<file path="src/riscv_isa_pkg.sv">
// ####################
// RV32IM opcode, funct3 and funct7 encodings
// instruction word union with R and I views
// ####################
`default_nettype none

package riscv_isa_pkg;

    // major opcodes
    localparam logic [6:0] OPC_OP     = 7'b0110011;
    localparam logic [6:0] OPC_OP_IMM = 7'b0010011;
    localparam logic [6:0] OPC_LOAD   = 7'b0000011;
    localparam logic [6:0] OPC_STORE  = 7'b0100011;
    localparam logic [6:0] OPC_BRANCH = 7'b1100011;
    localparam logic [6:0] OPC_JAL    = 7'b1101111;
    localparam logic [6:0] OPC_JALR   = 7'b1100111;
    localparam logic [6:0] OPC_LUI    = 7'b0110111;
    localparam logic [6:0] OPC_AUIPC  = 7'b0010111;

    // integer ops, shared by OP and OP_IMM
    localparam logic [2:0] F3_ADD_SUB = 3'b000;
    localparam logic [2:0] F3_SLL     = 3'b001;
    localparam logic [2:0] F3_SLT     = 3'b010;
    localparam logic [2:0] F3_SLTU    = 3'b011;
    localparam logic [2:0] F3_XOR     = 3'b100;
    localparam logic [2:0] F3_SR      = 3'b101;
    localparam logic [2:0] F3_OR      = 3'b110;
    localparam logic [2:0] F3_AND     = 3'b111;

    localparam logic [2:0] F3_BEQ  = 3'b000;
    localparam logic [2:0] F3_BNE  = 3'b001;
    localparam logic [2:0] F3_BLT  = 3'b100;
    localparam logic [2:0] F3_BGE  = 3'b101;
    localparam logic [2:0] F3_BLTU = 3'b110;
    localparam logic [2:0] F3_BGEU = 3'b111;

    localparam logic [2:0] F3_LB  = 3'b000;
    localparam logic [2:0] F3_LH  = 3'b001;
    localparam logic [2:0] F3_LW  = 3'b010;
    localparam logic [2:0] F3_LBU = 3'b100;
    localparam logic [2:0] F3_LHU = 3'b101;
    localparam logic [2:0] F3_SW  = 3'b010;

    localparam logic [2:0] F3_MUL    = 3'b000;
    localparam logic [2:0] F3_MULH   = 3'b001;
    localparam logic [2:0] F3_MULHSU = 3'b010;
    localparam logic [2:0] F3_MULHU  = 3'b011;

    localparam logic [6:0] FUNCT7_BASE   = 7'b0000000;
    localparam logic [6:0] FUNCT7_ALT    = 7'b0100000; // sub, sra
    localparam logic [6:0] FUNCT7_MULDIV = 7'b0000001;

    typedef struct packed {
        logic [6:0] funct7;
        logic [4:0] rs2;
        logic [4:0] rs1;
        logic [2:0] funct3;
        logic [4:0] rd;
        logic [6:0] opcode;
    } r_fmt_t;

    typedef struct packed {
        logic [11:0] imm12;  // shamt in [4:0] for shifts
        logic [4:0]  rs1;
        logic [2:0]  funct3;
        logic [4:0]  rd;
        logic [6:0]  opcode;
    } i_fmt_t;

    typedef union packed {
        r_fmt_t r_fmt;
        i_fmt_t i_fmt;
    } inst_u;

endpackage

`default_nettype wire

</file>
<file path="src/ex_types_pkg.sv">
// ####################
// execute stage widths and bus types
// ####################
`default_nettype none

package ex_types_pkg;

    localparam int XLEN       = 32;
    localparam int REG_ADDR_W = 5;

    // from decode, operands already selected
    typedef struct packed {
        logic                 valid;
        riscv_isa_pkg::inst_u inst;
        logic [XLEN-1:0]      pc;
        logic [XLEN-1:0]      op1;        // operand a, or address base
        logic [XLEN-1:0]      op2;        // operand b, or address offset
        logic [XLEN-1:0]      rs1_data;   // branch compare
        logic [XLEN-1:0]      rs2_data;
        logic [XLEN-1:0]      store_data;
    } ex_issue_t;

    typedef struct packed {
        logic                  valid;
        logic [REG_ADDR_W-1:0] rd;
        logic                  we;
        logic [XLEN-1:0]       wdata;
        logic                  jump;
        logic [XLEN-1:0]       jump_addr;
    } ex_wb_t;

    typedef struct packed {
        logic            req;
        logic            we;
        logic [XLEN-1:0] addr;
        logic [XLEN-1:0] wdata;
    } ex_mem_req_t;

    typedef enum logic [2:0] {
        UNIT_ALU,
        UNIT_MUL,
        UNIT_BRANCH,
        UNIT_LOAD,
        UNIT_STORE,
        UNIT_NONE
    } ex_unit_e;

endpackage

`default_nettype wire

</file>
<file path="src/ex_alu.sv">
// ####################
// RV32I integer ALU
// ####################
`timescale 1ns/1ps
`default_nettype none

module ex_alu (
    input  riscv_isa_pkg::inst_u                inst_i,
    input  logic [ex_types_pkg::XLEN-1:0]       op1_i,
    input  logic [ex_types_pkg::XLEN-1:0]       op2_i,
    output logic [ex_types_pkg::XLEN-1:0]       result_o
);

    localparam int W = ex_types_pkg::XLEN;

    logic [2:0]   funct3;
    logic         alt;
    logic         is_reg;
    logic         is_imm;
    logic [4:0]   shamt;
    logic [W-1:0] sum;
    logic [W-1:0] diff;
    logic [W-1:0] sra_res;
    logic         lt;
    logic         ltu;

    always_comb begin
        funct3 = inst_i.r_fmt.funct3;
        alt    = (inst_i.r_fmt.funct7 == riscv_isa_pkg::FUNCT7_ALT);
        is_reg = (inst_i.r_fmt.opcode == riscv_isa_pkg::OPC_OP);
        is_imm = (inst_i.r_fmt.opcode == riscv_isa_pkg::OPC_OP_IMM);
    end

    // immediate shifts take shamt straight from the instruction
    assign shamt = is_imm ? inst_i.i_fmt.imm12[4:0] : op2_i[4:0];

    always_comb begin
        sum     = op1_i + op2_i;
        diff    = op1_i - op2_i;
        sra_res = $signed(op1_i) >>> shamt;
        lt      = $signed(op1_i) < $signed(op2_i);
        ltu     = op1_i < op2_i;
    end

    always_comb begin
        result_o = sum; // LUI / AUIPC land here
        if (is_reg || is_imm) begin
            case (funct3)
                riscv_isa_pkg::F3_ADD_SUB: result_o = (is_reg && alt) ? diff : sum;
                riscv_isa_pkg::F3_SLL:     result_o = op1_i << shamt;
                riscv_isa_pkg::F3_SLT:     result_o = {{(W-1){1'b0}}, lt};
                riscv_isa_pkg::F3_SLTU:    result_o = {{(W-1){1'b0}}, ltu};
                riscv_isa_pkg::F3_XOR:     result_o = op1_i ^ op2_i;
                riscv_isa_pkg::F3_SR:      result_o = alt ? sra_res : (op1_i >> shamt);
                riscv_isa_pkg::F3_OR:      result_o = op1_i | op2_i;
                riscv_isa_pkg::F3_AND:     result_o = op1_i & op2_i;
            endcase
        end
    end

endmodule

`default_nettype wire

</file>
<file path="src/ex_mul.sv">
// ####################
// 32x32 multiplier, low or high word
// ####################
`timescale 1ns/1ps
`default_nettype none

module ex_mul (
    input  logic [2:0]                    funct3_i,
    input  logic [ex_types_pkg::XLEN-1:0] op1_i,
    input  logic [ex_types_pkg::XLEN-1:0] op2_i,
    output logic [ex_types_pkg::XLEN-1:0] result_o
);

    localparam int W = ex_types_pkg::XLEN;

    logic           signed1;
    logic           signed2;
    logic           neg1;
    logic           neg2;
    logic [W-1:0]   mag1;
    logic [W-1:0]   mag2;
    logic [2*W-1:0] prod;
    logic [2*W-1:0] prod_s;

    always_comb begin
        signed1 = (funct3_i == riscv_isa_pkg::F3_MULH) || (funct3_i == riscv_isa_pkg::F3_MULHSU);
        signed2 = (funct3_i == riscv_isa_pkg::F3_MULH);
        neg1    = signed1 & op1_i[W-1];
        neg2    = signed2 & op2_i[W-1];
        mag1    = neg1 ? (~op1_i + 1'b1) : op1_i;
        mag2    = neg2 ? (~op2_i + 1'b1) : op2_i;
        prod    = {{W{1'b0}}, mag1} * {{W{1'b0}}, mag2};
        prod_s  = (neg1 ^ neg2) ? (~prod + 1'b1) : prod; // restore sign
    end

    always_comb begin
        case (funct3_i)
            riscv_isa_pkg::F3_MUL: result_o = prod_s[W-1:0];
            default:               result_o = prod_s[2*W-1:W]; // mulh, mulhsu, mulhu
        endcase
    end

endmodule

`default_nettype wire

</file>
<file path="src/ex_branch.sv">
// ####################
// branch compare, target, link
// ####################
`timescale 1ns/1ps
`default_nettype none

module ex_branch (
    input  logic [2:0]                    funct3_i,
    input  logic                          is_jump_i,
    input  logic [ex_types_pkg::XLEN-1:0] rs1_data_i,
    input  logic [ex_types_pkg::XLEN-1:0] rs2_data_i,
    input  logic [ex_types_pkg::XLEN-1:0] op1_i,
    input  logic [ex_types_pkg::XLEN-1:0] op2_i,
    input  logic [ex_types_pkg::XLEN-1:0] pc_i,
    output logic                          taken_o,
    output logic [ex_types_pkg::XLEN-1:0] target_o,
    output logic [ex_types_pkg::XLEN-1:0] link_o
);

    logic eq;
    logic lt;
    logic ltu;
    logic cond;

    always_comb begin
        eq  = (rs1_data_i == rs2_data_i);
        lt  = $signed(rs1_data_i) < $signed(rs2_data_i);
        ltu = rs1_data_i < rs2_data_i;
        case (funct3_i)
            riscv_isa_pkg::F3_BEQ:  cond = eq;
            riscv_isa_pkg::F3_BNE:  cond = ~eq;
            riscv_isa_pkg::F3_BLT:  cond = lt;
            riscv_isa_pkg::F3_BGE:  cond = ~lt;
            riscv_isa_pkg::F3_BLTU: cond = ltu;
            riscv_isa_pkg::F3_BGEU: cond = ~ltu;
            default:                cond = 1'b0;
        endcase
    end

    assign taken_o  = is_jump_i | cond; // jal/jalr always taken
    assign target_o = taken_o ? (op1_i + op2_i) : '0;
    assign link_o   = pc_i + 32'd4;

endmodule

`default_nettype wire

</file>
<file path="src/ex_lsu.sv">
// ####################
// load/store unit, request register and load extraction
// ####################
`timescale 1ns/1ps
`default_nettype none

module ex_lsu (
    input  logic                                clk_i,
    input  logic                                rst_n_i,
    input  logic                                start_i,
    input  logic                                is_store_i,
    input  logic [2:0]                          funct3_i,
    input  logic [ex_types_pkg::REG_ADDR_W-1:0] rd_i,
    input  logic [ex_types_pkg::XLEN-1:0]       addr_base_i,
    input  logic [ex_types_pkg::XLEN-1:0]       addr_off_i,
    input  logic [ex_types_pkg::XLEN-1:0]       store_data_i,
    input  logic [ex_types_pkg::XLEN-1:0]       mem_rdata_i,
    input  logic                                mem_ready_i,
    output logic                                busy_o,
    output ex_types_pkg::ex_mem_req_t           mem_o,
    output logic                                load_done_o,
    output logic [ex_types_pkg::REG_ADDR_W-1:0] load_rd_o,
    output logic [ex_types_pkg::XLEN-1:0]       load_data_o
);

    localparam int W = ex_types_pkg::XLEN;

    logic                                req_q;
    logic                                we_q;
    logic [W-1:0]                        addr_q;
    logic [W-1:0]                        wdata_q;
    logic [2:0]                          funct3_q;
    logic [ex_types_pkg::REG_ADDR_W-1:0] rd_q;
    logic [7:0]                          lane_b;
    logic [15:0]                         lane_h;

    always_ff @(posedge clk_i) begin
        if (!rst_n_i) begin
            req_q <= 1'b0;
            we_q  <= 1'b0;
        end else if (start_i) begin
            req_q <= 1'b1;
            we_q  <= is_store_i;
        end else if (req_q && mem_ready_i) begin
            req_q <= 1'b0; // handshake done
        end
    end

    always_ff @(posedge clk_i) begin
        if (start_i) begin
            addr_q   <= addr_base_i + addr_off_i;
            wdata_q  <= is_store_i ? store_data_i : '0;
            funct3_q <= funct3_i;
            rd_q     <= rd_i;
        end
    end

    always_comb begin
        mem_o.req   = req_q;
        mem_o.we    = we_q;
        mem_o.addr  = addr_q;
        mem_o.wdata = wdata_q;
    end

    always_comb begin
        case (addr_q[1:0])
            2'b00:   lane_b = mem_rdata_i[7:0];
            2'b01:   lane_b = mem_rdata_i[15:8];
            2'b10:   lane_b = mem_rdata_i[23:16];
            default: lane_b = mem_rdata_i[31:24];
        endcase
        lane_h = addr_q[1] ? mem_rdata_i[31:16] : mem_rdata_i[15:0];

        case (funct3_q)
            riscv_isa_pkg::F3_LB:  load_data_o = {{24{lane_b[7]}}, lane_b};
            riscv_isa_pkg::F3_LH:  load_data_o = {{16{lane_h[15]}}, lane_h};
            riscv_isa_pkg::F3_LW:  load_data_o = mem_rdata_i;
            riscv_isa_pkg::F3_LBU: load_data_o = {24'h0, lane_b};
            riscv_isa_pkg::F3_LHU: load_data_o = {16'h0, lane_h};
            default:               load_data_o = mem_rdata_i;
        endcase
    end

    assign busy_o      = req_q;
    assign load_done_o = req_q & ~we_q & mem_ready_i;
    assign load_rd_o   = rd_q;

endmodule

`default_nettype wire

</file>
<file path="src/ex_stage.sv">
// ####################
// RV32IM execute stage top, unit decode and writeback register
// ####################
`timescale 1ns/1ps
`default_nettype none

module ex_stage (
    input  logic                            clk_i,
    input  logic                            rst_n_i,
    input  ex_types_pkg::ex_issue_t         issue_i,
    output logic                            ready_o,
    output ex_types_pkg::ex_mem_req_t       mem_o,
    input  logic [ex_types_pkg::XLEN-1:0]   mem_rdata_i,
    input  logic                            mem_ready_i,
    output ex_types_pkg::ex_wb_t            wb_o
);

    localparam int W = ex_types_pkg::XLEN;

    ex_types_pkg::ex_unit_e                unit;
    logic                                  is_jump;
    logic [6:0]                            opcode;
    logic [2:0]                            funct3;
    logic [6:0]                            funct7;
    logic                                  accept;
    logic                                  lsu_busy;
    logic                                  load_done;
    logic [ex_types_pkg::REG_ADDR_W-1:0]   load_rd;
    logic [W-1:0]                          load_data;
    logic [W-1:0]                          alu_res;
    logic [W-1:0]                          mul_res;
    logic                                  br_taken;
    logic [W-1:0]                          br_target;
    logic [W-1:0]                          br_link;
    ex_types_pkg::ex_wb_t                  wb_d;
    ex_types_pkg::ex_wb_t                  wb_q;

    // unit select
    always_comb begin
        opcode  = issue_i.inst.r_fmt.opcode;
        funct3  = issue_i.inst.r_fmt.funct3;
        funct7  = issue_i.inst.r_fmt.funct7;
        is_jump = (opcode == riscv_isa_pkg::OPC_JAL) || (opcode == riscv_isa_pkg::OPC_JALR);
        case (opcode)
            riscv_isa_pkg::OPC_OP: begin
                if (funct7 == riscv_isa_pkg::FUNCT7_MULDIV) begin
                    unit = funct3[2] ? ex_types_pkg::UNIT_NONE : ex_types_pkg::UNIT_MUL; // no div
                end else if (funct7 == riscv_isa_pkg::FUNCT7_BASE ||
                             funct7 == riscv_isa_pkg::FUNCT7_ALT) begin
                    unit = ex_types_pkg::UNIT_ALU;
                end else begin
                    unit = ex_types_pkg::UNIT_NONE;
                end
            end
            riscv_isa_pkg::OPC_OP_IMM,
            riscv_isa_pkg::OPC_LUI,
            riscv_isa_pkg::OPC_AUIPC:  unit = ex_types_pkg::UNIT_ALU;
            riscv_isa_pkg::OPC_BRANCH,
            riscv_isa_pkg::OPC_JAL,
            riscv_isa_pkg::OPC_JALR:   unit = ex_types_pkg::UNIT_BRANCH;
            riscv_isa_pkg::OPC_LOAD:   unit = ex_types_pkg::UNIT_LOAD;
            riscv_isa_pkg::OPC_STORE: begin
                // word stores only
                unit = (funct3 == riscv_isa_pkg::F3_SW) ? ex_types_pkg::UNIT_STORE
                                                        : ex_types_pkg::UNIT_NONE;
            end
            default:                   unit = ex_types_pkg::UNIT_NONE;
        endcase
    end

    assign ready_o = ~lsu_busy;
    assign accept  = issue_i.valid & ready_o;

    ex_alu u_alu (
        .inst_i   (issue_i.inst),
        .op1_i    (issue_i.op1),
        .op2_i    (issue_i.op2),
        .result_o (alu_res)
    );

    ex_mul u_mul (
        .funct3_i (funct3),
        .op1_i    (issue_i.op1),
        .op2_i    (issue_i.op2),
        .result_o (mul_res)
    );

    ex_branch u_branch (
        .funct3_i   (funct3),
        .is_jump_i  (is_jump),
        .rs1_data_i (issue_i.rs1_data),
        .rs2_data_i (issue_i.rs2_data),
        .op1_i      (issue_i.op1),
        .op2_i      (issue_i.op2),
        .pc_i       (issue_i.pc),
        .taken_o    (br_taken),
        .target_o   (br_target),
        .link_o     (br_link)
    );

    ex_lsu u_lsu (
        .clk_i        (clk_i),
        .rst_n_i      (rst_n_i),
        .start_i      (accept && (unit == ex_types_pkg::UNIT_LOAD ||
                                  unit == ex_types_pkg::UNIT_STORE)),
        .is_store_i   (unit == ex_types_pkg::UNIT_STORE),
        .funct3_i     (funct3),
        .rd_i         (issue_i.inst.r_fmt.rd),
        .addr_base_i  (issue_i.op1),
        .addr_off_i   (issue_i.op2),
        .store_data_i (issue_i.store_data),
        .mem_rdata_i  (mem_rdata_i),
        .mem_ready_i  (mem_ready_i),
        .busy_o       (lsu_busy),
        .mem_o        (mem_o),
        .load_done_o  (load_done),
        .load_rd_o    (load_rd),
        .load_data_o  (load_data)
    );

    // result mux for single-cycle units
    always_comb begin
        wb_d           = '0;
        wb_d.valid     = 1'b1;
        wb_d.rd        = issue_i.inst.r_fmt.rd;
        case (unit)
            ex_types_pkg::UNIT_ALU: begin
                wb_d.we    = 1'b1;
                wb_d.wdata = alu_res;
            end
            ex_types_pkg::UNIT_MUL: begin
                wb_d.we    = 1'b1;
                wb_d.wdata = mul_res;
            end
            ex_types_pkg::UNIT_BRANCH: begin
                wb_d.we        = is_jump;
                wb_d.wdata     = is_jump ? br_link : '0;
                wb_d.jump      = br_taken;
                wb_d.jump_addr = br_target;
            end
            default: wb_d.we = 1'b0; // unsupported op retires as a no-op
        endcase
    end

    always_ff @(posedge clk_i) begin
        if (!rst_n_i) begin
            wb_q <= '0;
        end else if (load_done) begin
            wb_q.valid     <= 1'b1;
            wb_q.rd        <= load_rd;
            wb_q.we        <= 1'b1;
            wb_q.wdata     <= load_data;
            wb_q.jump      <= 1'b0;
            wb_q.jump_addr <= '0;
        end else if (accept && unit != ex_types_pkg::UNIT_LOAD &&
                     unit != ex_types_pkg::UNIT_STORE) begin
            wb_q <= wb_d;
        end else begin
            wb_q.valid <= 1'b0;
        end
    end

    assign wb_o = wb_q;

endmodule

`default_nettype wire

</file>
<file path="config.mk">
export PLATFORM = sky130hd
export DESIGN_NAME = ex_stage
export DESIGN_NICKNAME = d
export VERILOG_FILES = /design/src/riscv_isa_pkg.sv /design/src/ex_types_pkg.sv /design/src/ex_alu.sv /design/src/ex_mul.sv /design/src/ex_branch.sv /design/src/ex_lsu.sv /design/src/ex_stage.sv
export SDC_FILE = /design/constraint.sdc
export NUM_CORES = 2
export LEC_CHECK = 0
export BUFFER_PORTS_ARGS = -buffer_cell sky130_fd_sc_hd__buf_2
export CAP_MARGIN = 10
export CORE_MARGIN = 2
export CORE_UTILIZATION = 48
export DETAILED_ROUTE_END_ITERATION = 8
export GPL_TIMING_DRIVEN = 0
export PLACE_DENSITY = 0.68
export SLEW_MARGIN = 20
export SYNTH_ARGS = -nofsm -noshare
export SYNTH_HDL_FRONTEND = slang
export SYNTH_SLANG_ARGS = --single-unit
export TNS_END_PERCENT = 50
</file>
<file path="constraint.sdc">
create_clock -name clk_i -period 41.8 [get_ports clk_i]
set_clock_uncertainty 0.2 [all_clocks]
set_input_delay 12.54 -clock clk_i [delete_from_list [all_inputs] [get_ports clk_i]]
set_output_delay 12.54 -clock clk_i [all_outputs]
set_load 0.01 [all_outputs]
</file>
# Word-level counts from Yosys, hierarchy flattened
# Index checks and enable logic that the tools add are counted.
[totals]
register_bits = 146
inputBits = 260
output_inout_bits = 139
word_cells = 124
[classes]
n_addsub = 6
mul = 1
order_cmp = 4
n_eq_ne = 30
shifts = 3
n_mux = 28
bitwise_logic = 19
n_reduce_logical = 21
[op_table]
columns = ["operator", "count"]
rows = [
  ["$mux 32", 8],
  ["$pmux 32 s8", 1],
  ["$lt 32x32->1", 4],
  ["$pmux 32 s4", 1],
  ["$pmux 32 s3", 1],
  ["$mux 72", 1],
  ["$mux 71", 1],
  ["$add 32x1->32 const B", 2],
  ["$add 64x1->64 const B", 1],
  ["$mul 32x32->64", 1],
  ["$mux 64", 1],
  ["$not 32->32", 2],
  ["$not 64->64", 1],
  ["$mux 33", 1],
  ["$add 32x3->32 const B", 1],
  ["$add 32x32->32", 1],
  ["$and 32x32->32", 1],
  ["$eq 32x32->1", 1],
  ["$or 32x32->32", 1],
  ["$shl 32x5->32", 1],
  ["$shr 32x5->32", 1],
  ["$sshr 32x5->32", 1],
  ["$sub 32x32->32", 1],
  ["$xor 32x32->32", 1],
  ["other kinds (32)", 76],
]

# Depth between registers and ports, before layout
[logic_depth]
word_depth = 12
mapped_depth = 43
depth_no_buf = 39

# Hierarchy
# From an unflattened synthesis, not the netlist that was laid out.
[hier_totals]
cells_unflattened = 7187
area_unflattened_um2 = 57267.4
[modules_own_cells]
columns = ["module", "instances", "cells_each", "area_per_inst_um2", "seq_area_each_um2"]
rows = [
  ["ex_mul", 1, 4461, 36686.4, 0.0],
  ["ex_alu", 1, 1439, 9161.3, 0.0],
  ["ex_lsu", 1, 462, 5019.8, 2202.1],
  ["ex_stage", 1, 356, 3220.6, 1441.4],
  ["ex_branch", 1, 469, 3179.3, 0.0],
]

# Least setup slack after synthesis
# No wires, ideal clock.
[synth_path]
kind = "input-to-reg"
startpoint = "input issue_i[128] (netlist name)"
endpoint = "register wb_q, in the netlist wb_o[64]"
setup_ns = 0.123
arrival_ns = 22.823
required_ns = 41.477
path_slack_ns = 18.654
path_stages = 37
n_path_buf = 4
path_cell_list = "inv_1 clkbuf_1 ha_1 nor4b_1 and2_1 clkbuf_1 nand3_1 o41ai_1 xnor2_1 clkbuf_1 nor2_1 fa_1 fa_1 inv_1 fa_1 fa_1 inv_1 fa_1 fa_1 fa_1 inv_1 fa_1 inv_1 ha_1 clkbuf_1 nand4_1 nor3_1 o2111ai_1 and3_1 xnor2_1 a2111o_1 or4_4 or3_4 nor2_2 nor4b_4 mux2i_1 nand3_1"
[synth_via]
elab_chain_cells = 11
elab_cells_between_ends = 20
classes_between = "add/sub (4); mul (1); shift (3); mux (10); bitwise (2)"
[synth_lines]
columns = ["element", "line", "source"]
rows = [
  ["from (decl)", "ex_stage.sv:10", "input ex_types_pkg::ex_issue_t issue_i,"],
  ["$not 32->32", "ex_mul.sv:30", "mag1 = neg1 ? (~op1_i + 1'b1) : op1_i;"],
  ["$add 32x1->32", "ex_mul.sv:30", ""],
  ["$mux 32", "ex_mul.sv:30", ""],
  ["$mul 32x32->64", "ex_mul.sv:32", "prod = {{W{1'b0}}, mag1} * {{W{1'b0}}, mag2};"],
  ["$not 64->64", "ex_mul.sv:33", "prod_s = (neg1 ^ neg2) ? (~prod + 1'b1) : prod;"],
  ["$add 64x1->64", "ex_mul.sv:33", ""],
  ["$mux 64", "ex_mul.sv:33", ""],
  ["$mux 32", "ex_mul.sv:37", "case (funct3_i)"],
  ["$pmux 32 s3 (*)", "ex_stage.sv:126", "case (unit)"],
  ["$mux 71 (*)", "ex_stage.sv:155", "end else if (accept && unit != ex_types_pkg::UNIT_LOAD &&"],
  ["$mux 72 (*)", "ex_stage.sv:148", "end else if (load_done) begin"],
  ["to (signal assigned)", "ex_stage.sv:157", "wb_q <= wb_d;"],
  ["to (decl)", "ex_stage.sv:36", "ex_types_pkg::ex_wb_t wb_q;"],
]
# Mark *: on every way between the ends. The rest lies on a longest branch, timed or not. The select of a mux whose other input is x is not followed.
# A chain may end at the register's enable or synchronous reset.

# Final worst setup path
[layout_path]
startpoint = "input issue_i[128] (netlist name)"
endpoint = "register wb_q, in the netlist wb_o[63]"
# Same word-level chain as after synthesis.

==> flow_metrics.env <==
export IMPL_die_x_um=334
export IMPL_nets=8560
export IMPL_synth_edf_count=72
export IMPL_max_stage_delay_ns=1.07
export IMPL_grt_overflow=0
export IMPL_seqCellArea_sq_um=3640
export IMPL_synth_xor_area_share_pct=4.30
export IMPL_clockRootBuffer="clkbuf_16"
export IMPL_clock_sinks=146
export IMPL_slew_limit_headroom_pct=1.45
export IMPL_synth_compound_area_share_pct=14.6
export IMPL_die_area_sq_um=112000
export IMPL_fin_crit_ns=27.10
export IMPL_setup_viol=0
export IMPL_path_class="in -> reg"
export IMPL_critPathLaunchType="input pin"
export IMPL_drtAntennaViolNets=0
export IMPL_clock_path_buffers=2
export IMPL_hold_class="reg -> reg"
export IMPL_synthArstFlopShare_pct=0
export IMPL_ys_types=102
export IMPL_status="complete, but fails checks"
export IMPL_max_cap_violations=1
export IMPL_critPathTopFamily="adder cells"
export IMPL_viasPerCell=6.40
export IMPL_worstSkewPairLatency_ns=0.45
export IMPL_grt_use_total_pct=48.7
export IMPL_hold_violations=0
export IMPL_io_pins=399
export IMPL_fin_cells=8462
export IMPL_n_fill_cell=10673
export IMPL_drv_slew=0
export IMPL_place_inst=8402
export IMPL_tightest_slew_ns=1.46
export IMPL_ys_warn_count=0
export IMPL_cts_tree="yes"
export IMPL_post_cts_buffers=0
export IMPL_avgSynthCellArea_sq_um=7.99
export IMPL_areaGrowthSynthToFinish_pct=10.5
export IMPL_multi_input_area_sq_um=43700
export IMPL_violations="max-capacitance violations"
export IMPL_drc_errors=0
export IMPL_critPathMaxFanout=12
export IMPL_vias=54185
export IMPL_cts_made_buffers=17
export IMPL_rows=121
export IMPL_drt_iter0_drc=7501
export IMPL_die_h_um=334
export IMPL_cp_data_required_time_ns=41.93
export IMPL_cts_resized=0
export IMPL_cts_hold_buf=0
export IMPL_finalCritPeriodShare_pct=64.8
export IMPL_cp_end_kind="register"
export IMPL_synth_simple_area_share_pct=17.1
export IMPL_start_util_pct=48.2
export IMPL_cts_max_level=4
export IMPL_drt_wl_total_mm=275
export IMPL_place_gp_congestion=1.14
export IMPL_tns_ns=0
export IMPL_rsz0062_at_grt="no"
export IMPL_firstDrtPassIters=6
export IMPL_synth_ff_type="dfxtp_1"
export IMPL_dpl_hpwl_mm=232
export IMPL_clk_pin_slew_ns=0.08
export IMPL_syn_num_nets=8098
export IMPL_synthAdderAreaFrac_pct=43.8
export IMPL_drt_wirelength_per_cell_um=32.5
export IMPL_worst_path_buf_inv=11
export IMPL_path_common_cell="fa_1"
export IMPL_synth_seq_cells=146
export IMPL_synthMuxAreaShare_pct=2.74
export IMPL_grt_pass1_vias=52493
export IMPL_fmax_mhz=36.9
export IMPL_grt_pass1_wl_mm=384
export IMPL_grt_start_max_net_pins=30
export IMPL_holdWs_ns=0.270
export IMPL_fp_coreArea_sq_um=108000
export IMPL_synth_top_family_by_area="adder cells"
export IMPL_synth_cells=6545
export IMPL_worst_path_max_delay_cell="xnor2_1"
export IMPL_place_port_buffers=392
export IMPL_drive_above_1_share_pct=9.53
export IMPL_crit_arrival_ns=27.23
export IMPL_antenna_found_initial=30
export IMPL_seq_area_frac_synth_pct=6.97
export IMPL_syn_area_sq_um=52300
[layer usage]
layer  up-vias  wire (um)  track usage (%)
li1      22074          -                -
met1     26902     105000             65.3
met2      4296     108000             66.2
met3       903      41300             18.5
met4        10      20400             28.8
met5         -         82                0
[cell usage after synthesis (16+ instances only)]
cell / count / area, sq um
xnor2_1: 214 / 1870
o21bai_1: 22 / 165
o211ai_1: 45 / 338
nand2_1: 805 / 3020
o22ai_1: 17 / 106
a22oi_1: 44 / 330
o21a_1: 18 / 135
buf_2: 27 / 135
and3_1: 38 / 238
a221oi_1: 27 / 236
nor3_1: 63 / 315
a21oi_1: 338 / 1690
nor2_1: 860 / 3230
inv_1: 1056 / 3960
o221ai_1: 30 / 263
o21ai_1: 18 / 90.1
o21ai_0: 267 / 1340
nor4_1: 24 / 150
or3_1: 24 / 150
buf_1: 16 / 60.1
nand2b_1: 19 / 119
fa_1: 898 / 18000
a31oi_1: 57 / 357
xor2_1: 43 / 377
edfxtp_1: 72 / 2160
nand4_1: 41 / 257
nand3_1: 97 / 485
a211oi_1: 62 / 465
clkbuf_1: 327 / 1230
a21o_1: 67 / 503
dfxtp_1: 74 / 1480
mux2i_1: 96 / 961
o31ai_1: 24 / 180
and2_1: 62 / 388
ha_1: 395 / 4940
[worst paths after layout]
path	startpoint	endpoint	slack, ns	cells after the start
hold reg to reg	wb_o[70]	wb_o[70]	0.27	2
hold / removal	wb_o[70]	wb_o[70]	0.27	2
setup / recovery	issue_i[128]	wb_o[63]	14.70	39
setup reg to reg	u_lsu.addr_q[0]	wb_o[62]	37.54	11
[sequential cells by signal (all words and copies together) (netlist names)]
name	cells
u_lsu.load_rd_o	5
u_lsu.busy_o	1
u_lsu.addr_q	32
u_lsu.wdata_q	32
wb_o	72
u_lsu.we_q	1
u_lsu.funct3_q	3
[kinds of logic after synthesis]
group,after synthesis
mux,124
flops,146
compound gates,1184
fa+ha+maj,1293
simple gates,2104
xor+xnor,257
buf+inv,1437
[layout by cell type, fill, tap and decap left out, types with 18 or more instances in the layout]
master / n
a21o_1: 67
and2_1: 62
and3_1: 38
o211ai_1: 45
xor2_1: 43
clkbuf_1: 316
nand2_1: 805
o21a_1: 18
or3_1: 24
nor4_1: 23
a211oi_1: 60
inv_1: 1056
edfxtp_1: 72
nand3_1: 97
nor3_1: 60
o21bai_1: 22
fa_1: 898
diode_2: 28
a21oi_1: 338
nand4_1: 41
buf_2: 420
nor2_1: 859
a221oi_1: 27
a31oi_1: 57
o221ai_1: 30
xnor2_2: 58
nand2b_1: 19
ha_1: 395
a22oi_1: 44
xnor2_1: 156
o21ai_0: 267
dfxtp_1: 74
mux2i_1: 96
o31ai_1: 24
buf_6: 39
[through the flow]
stage | worst slack [ns] | utilization (%) | instance area, sq um
global placement | 14.36 | 51.7 | 56000
CTS | 15.28 | 53.2 | 57700
finish | 14.70 | 53.3 | 57800
global route | 14.44 | 53.3 | 57700
detailed placement | 14.86 | 52.7 | 57100
floorplan | 18.65 | - | 52300
[cell type report]
cell class,instances,area share (%)
diodes,28,0.121
plain buffers,378,2.61
clock buffers,17,0.736
clock inverters,15,0.253
inverters,1059,6.88
multi-input cells,4962,75.6
flip-flops and latches,146,6.31
well taps,1414,3.06
repair buffers,443,4.45
[worst register-to-register path, cell delays in order (launching register included)]
cell and delay [ns]:
edfxtp_1 0.48, mux2i_1 0.16, a211oi_1 0.22, o21ai_0 0.26
a211oi_1 0.67, a21oi_1 0.11, o21ai_0 0.55, nor2_1 0.27
a31oi_1 0.60, o221ai_1 0.27, a31o_2 0.33, o21ai_0 0.09
Power is left out: the tool's default activity adds up to more than one toggle a clock period on the data nets, which glitch-free logic cannot reach.
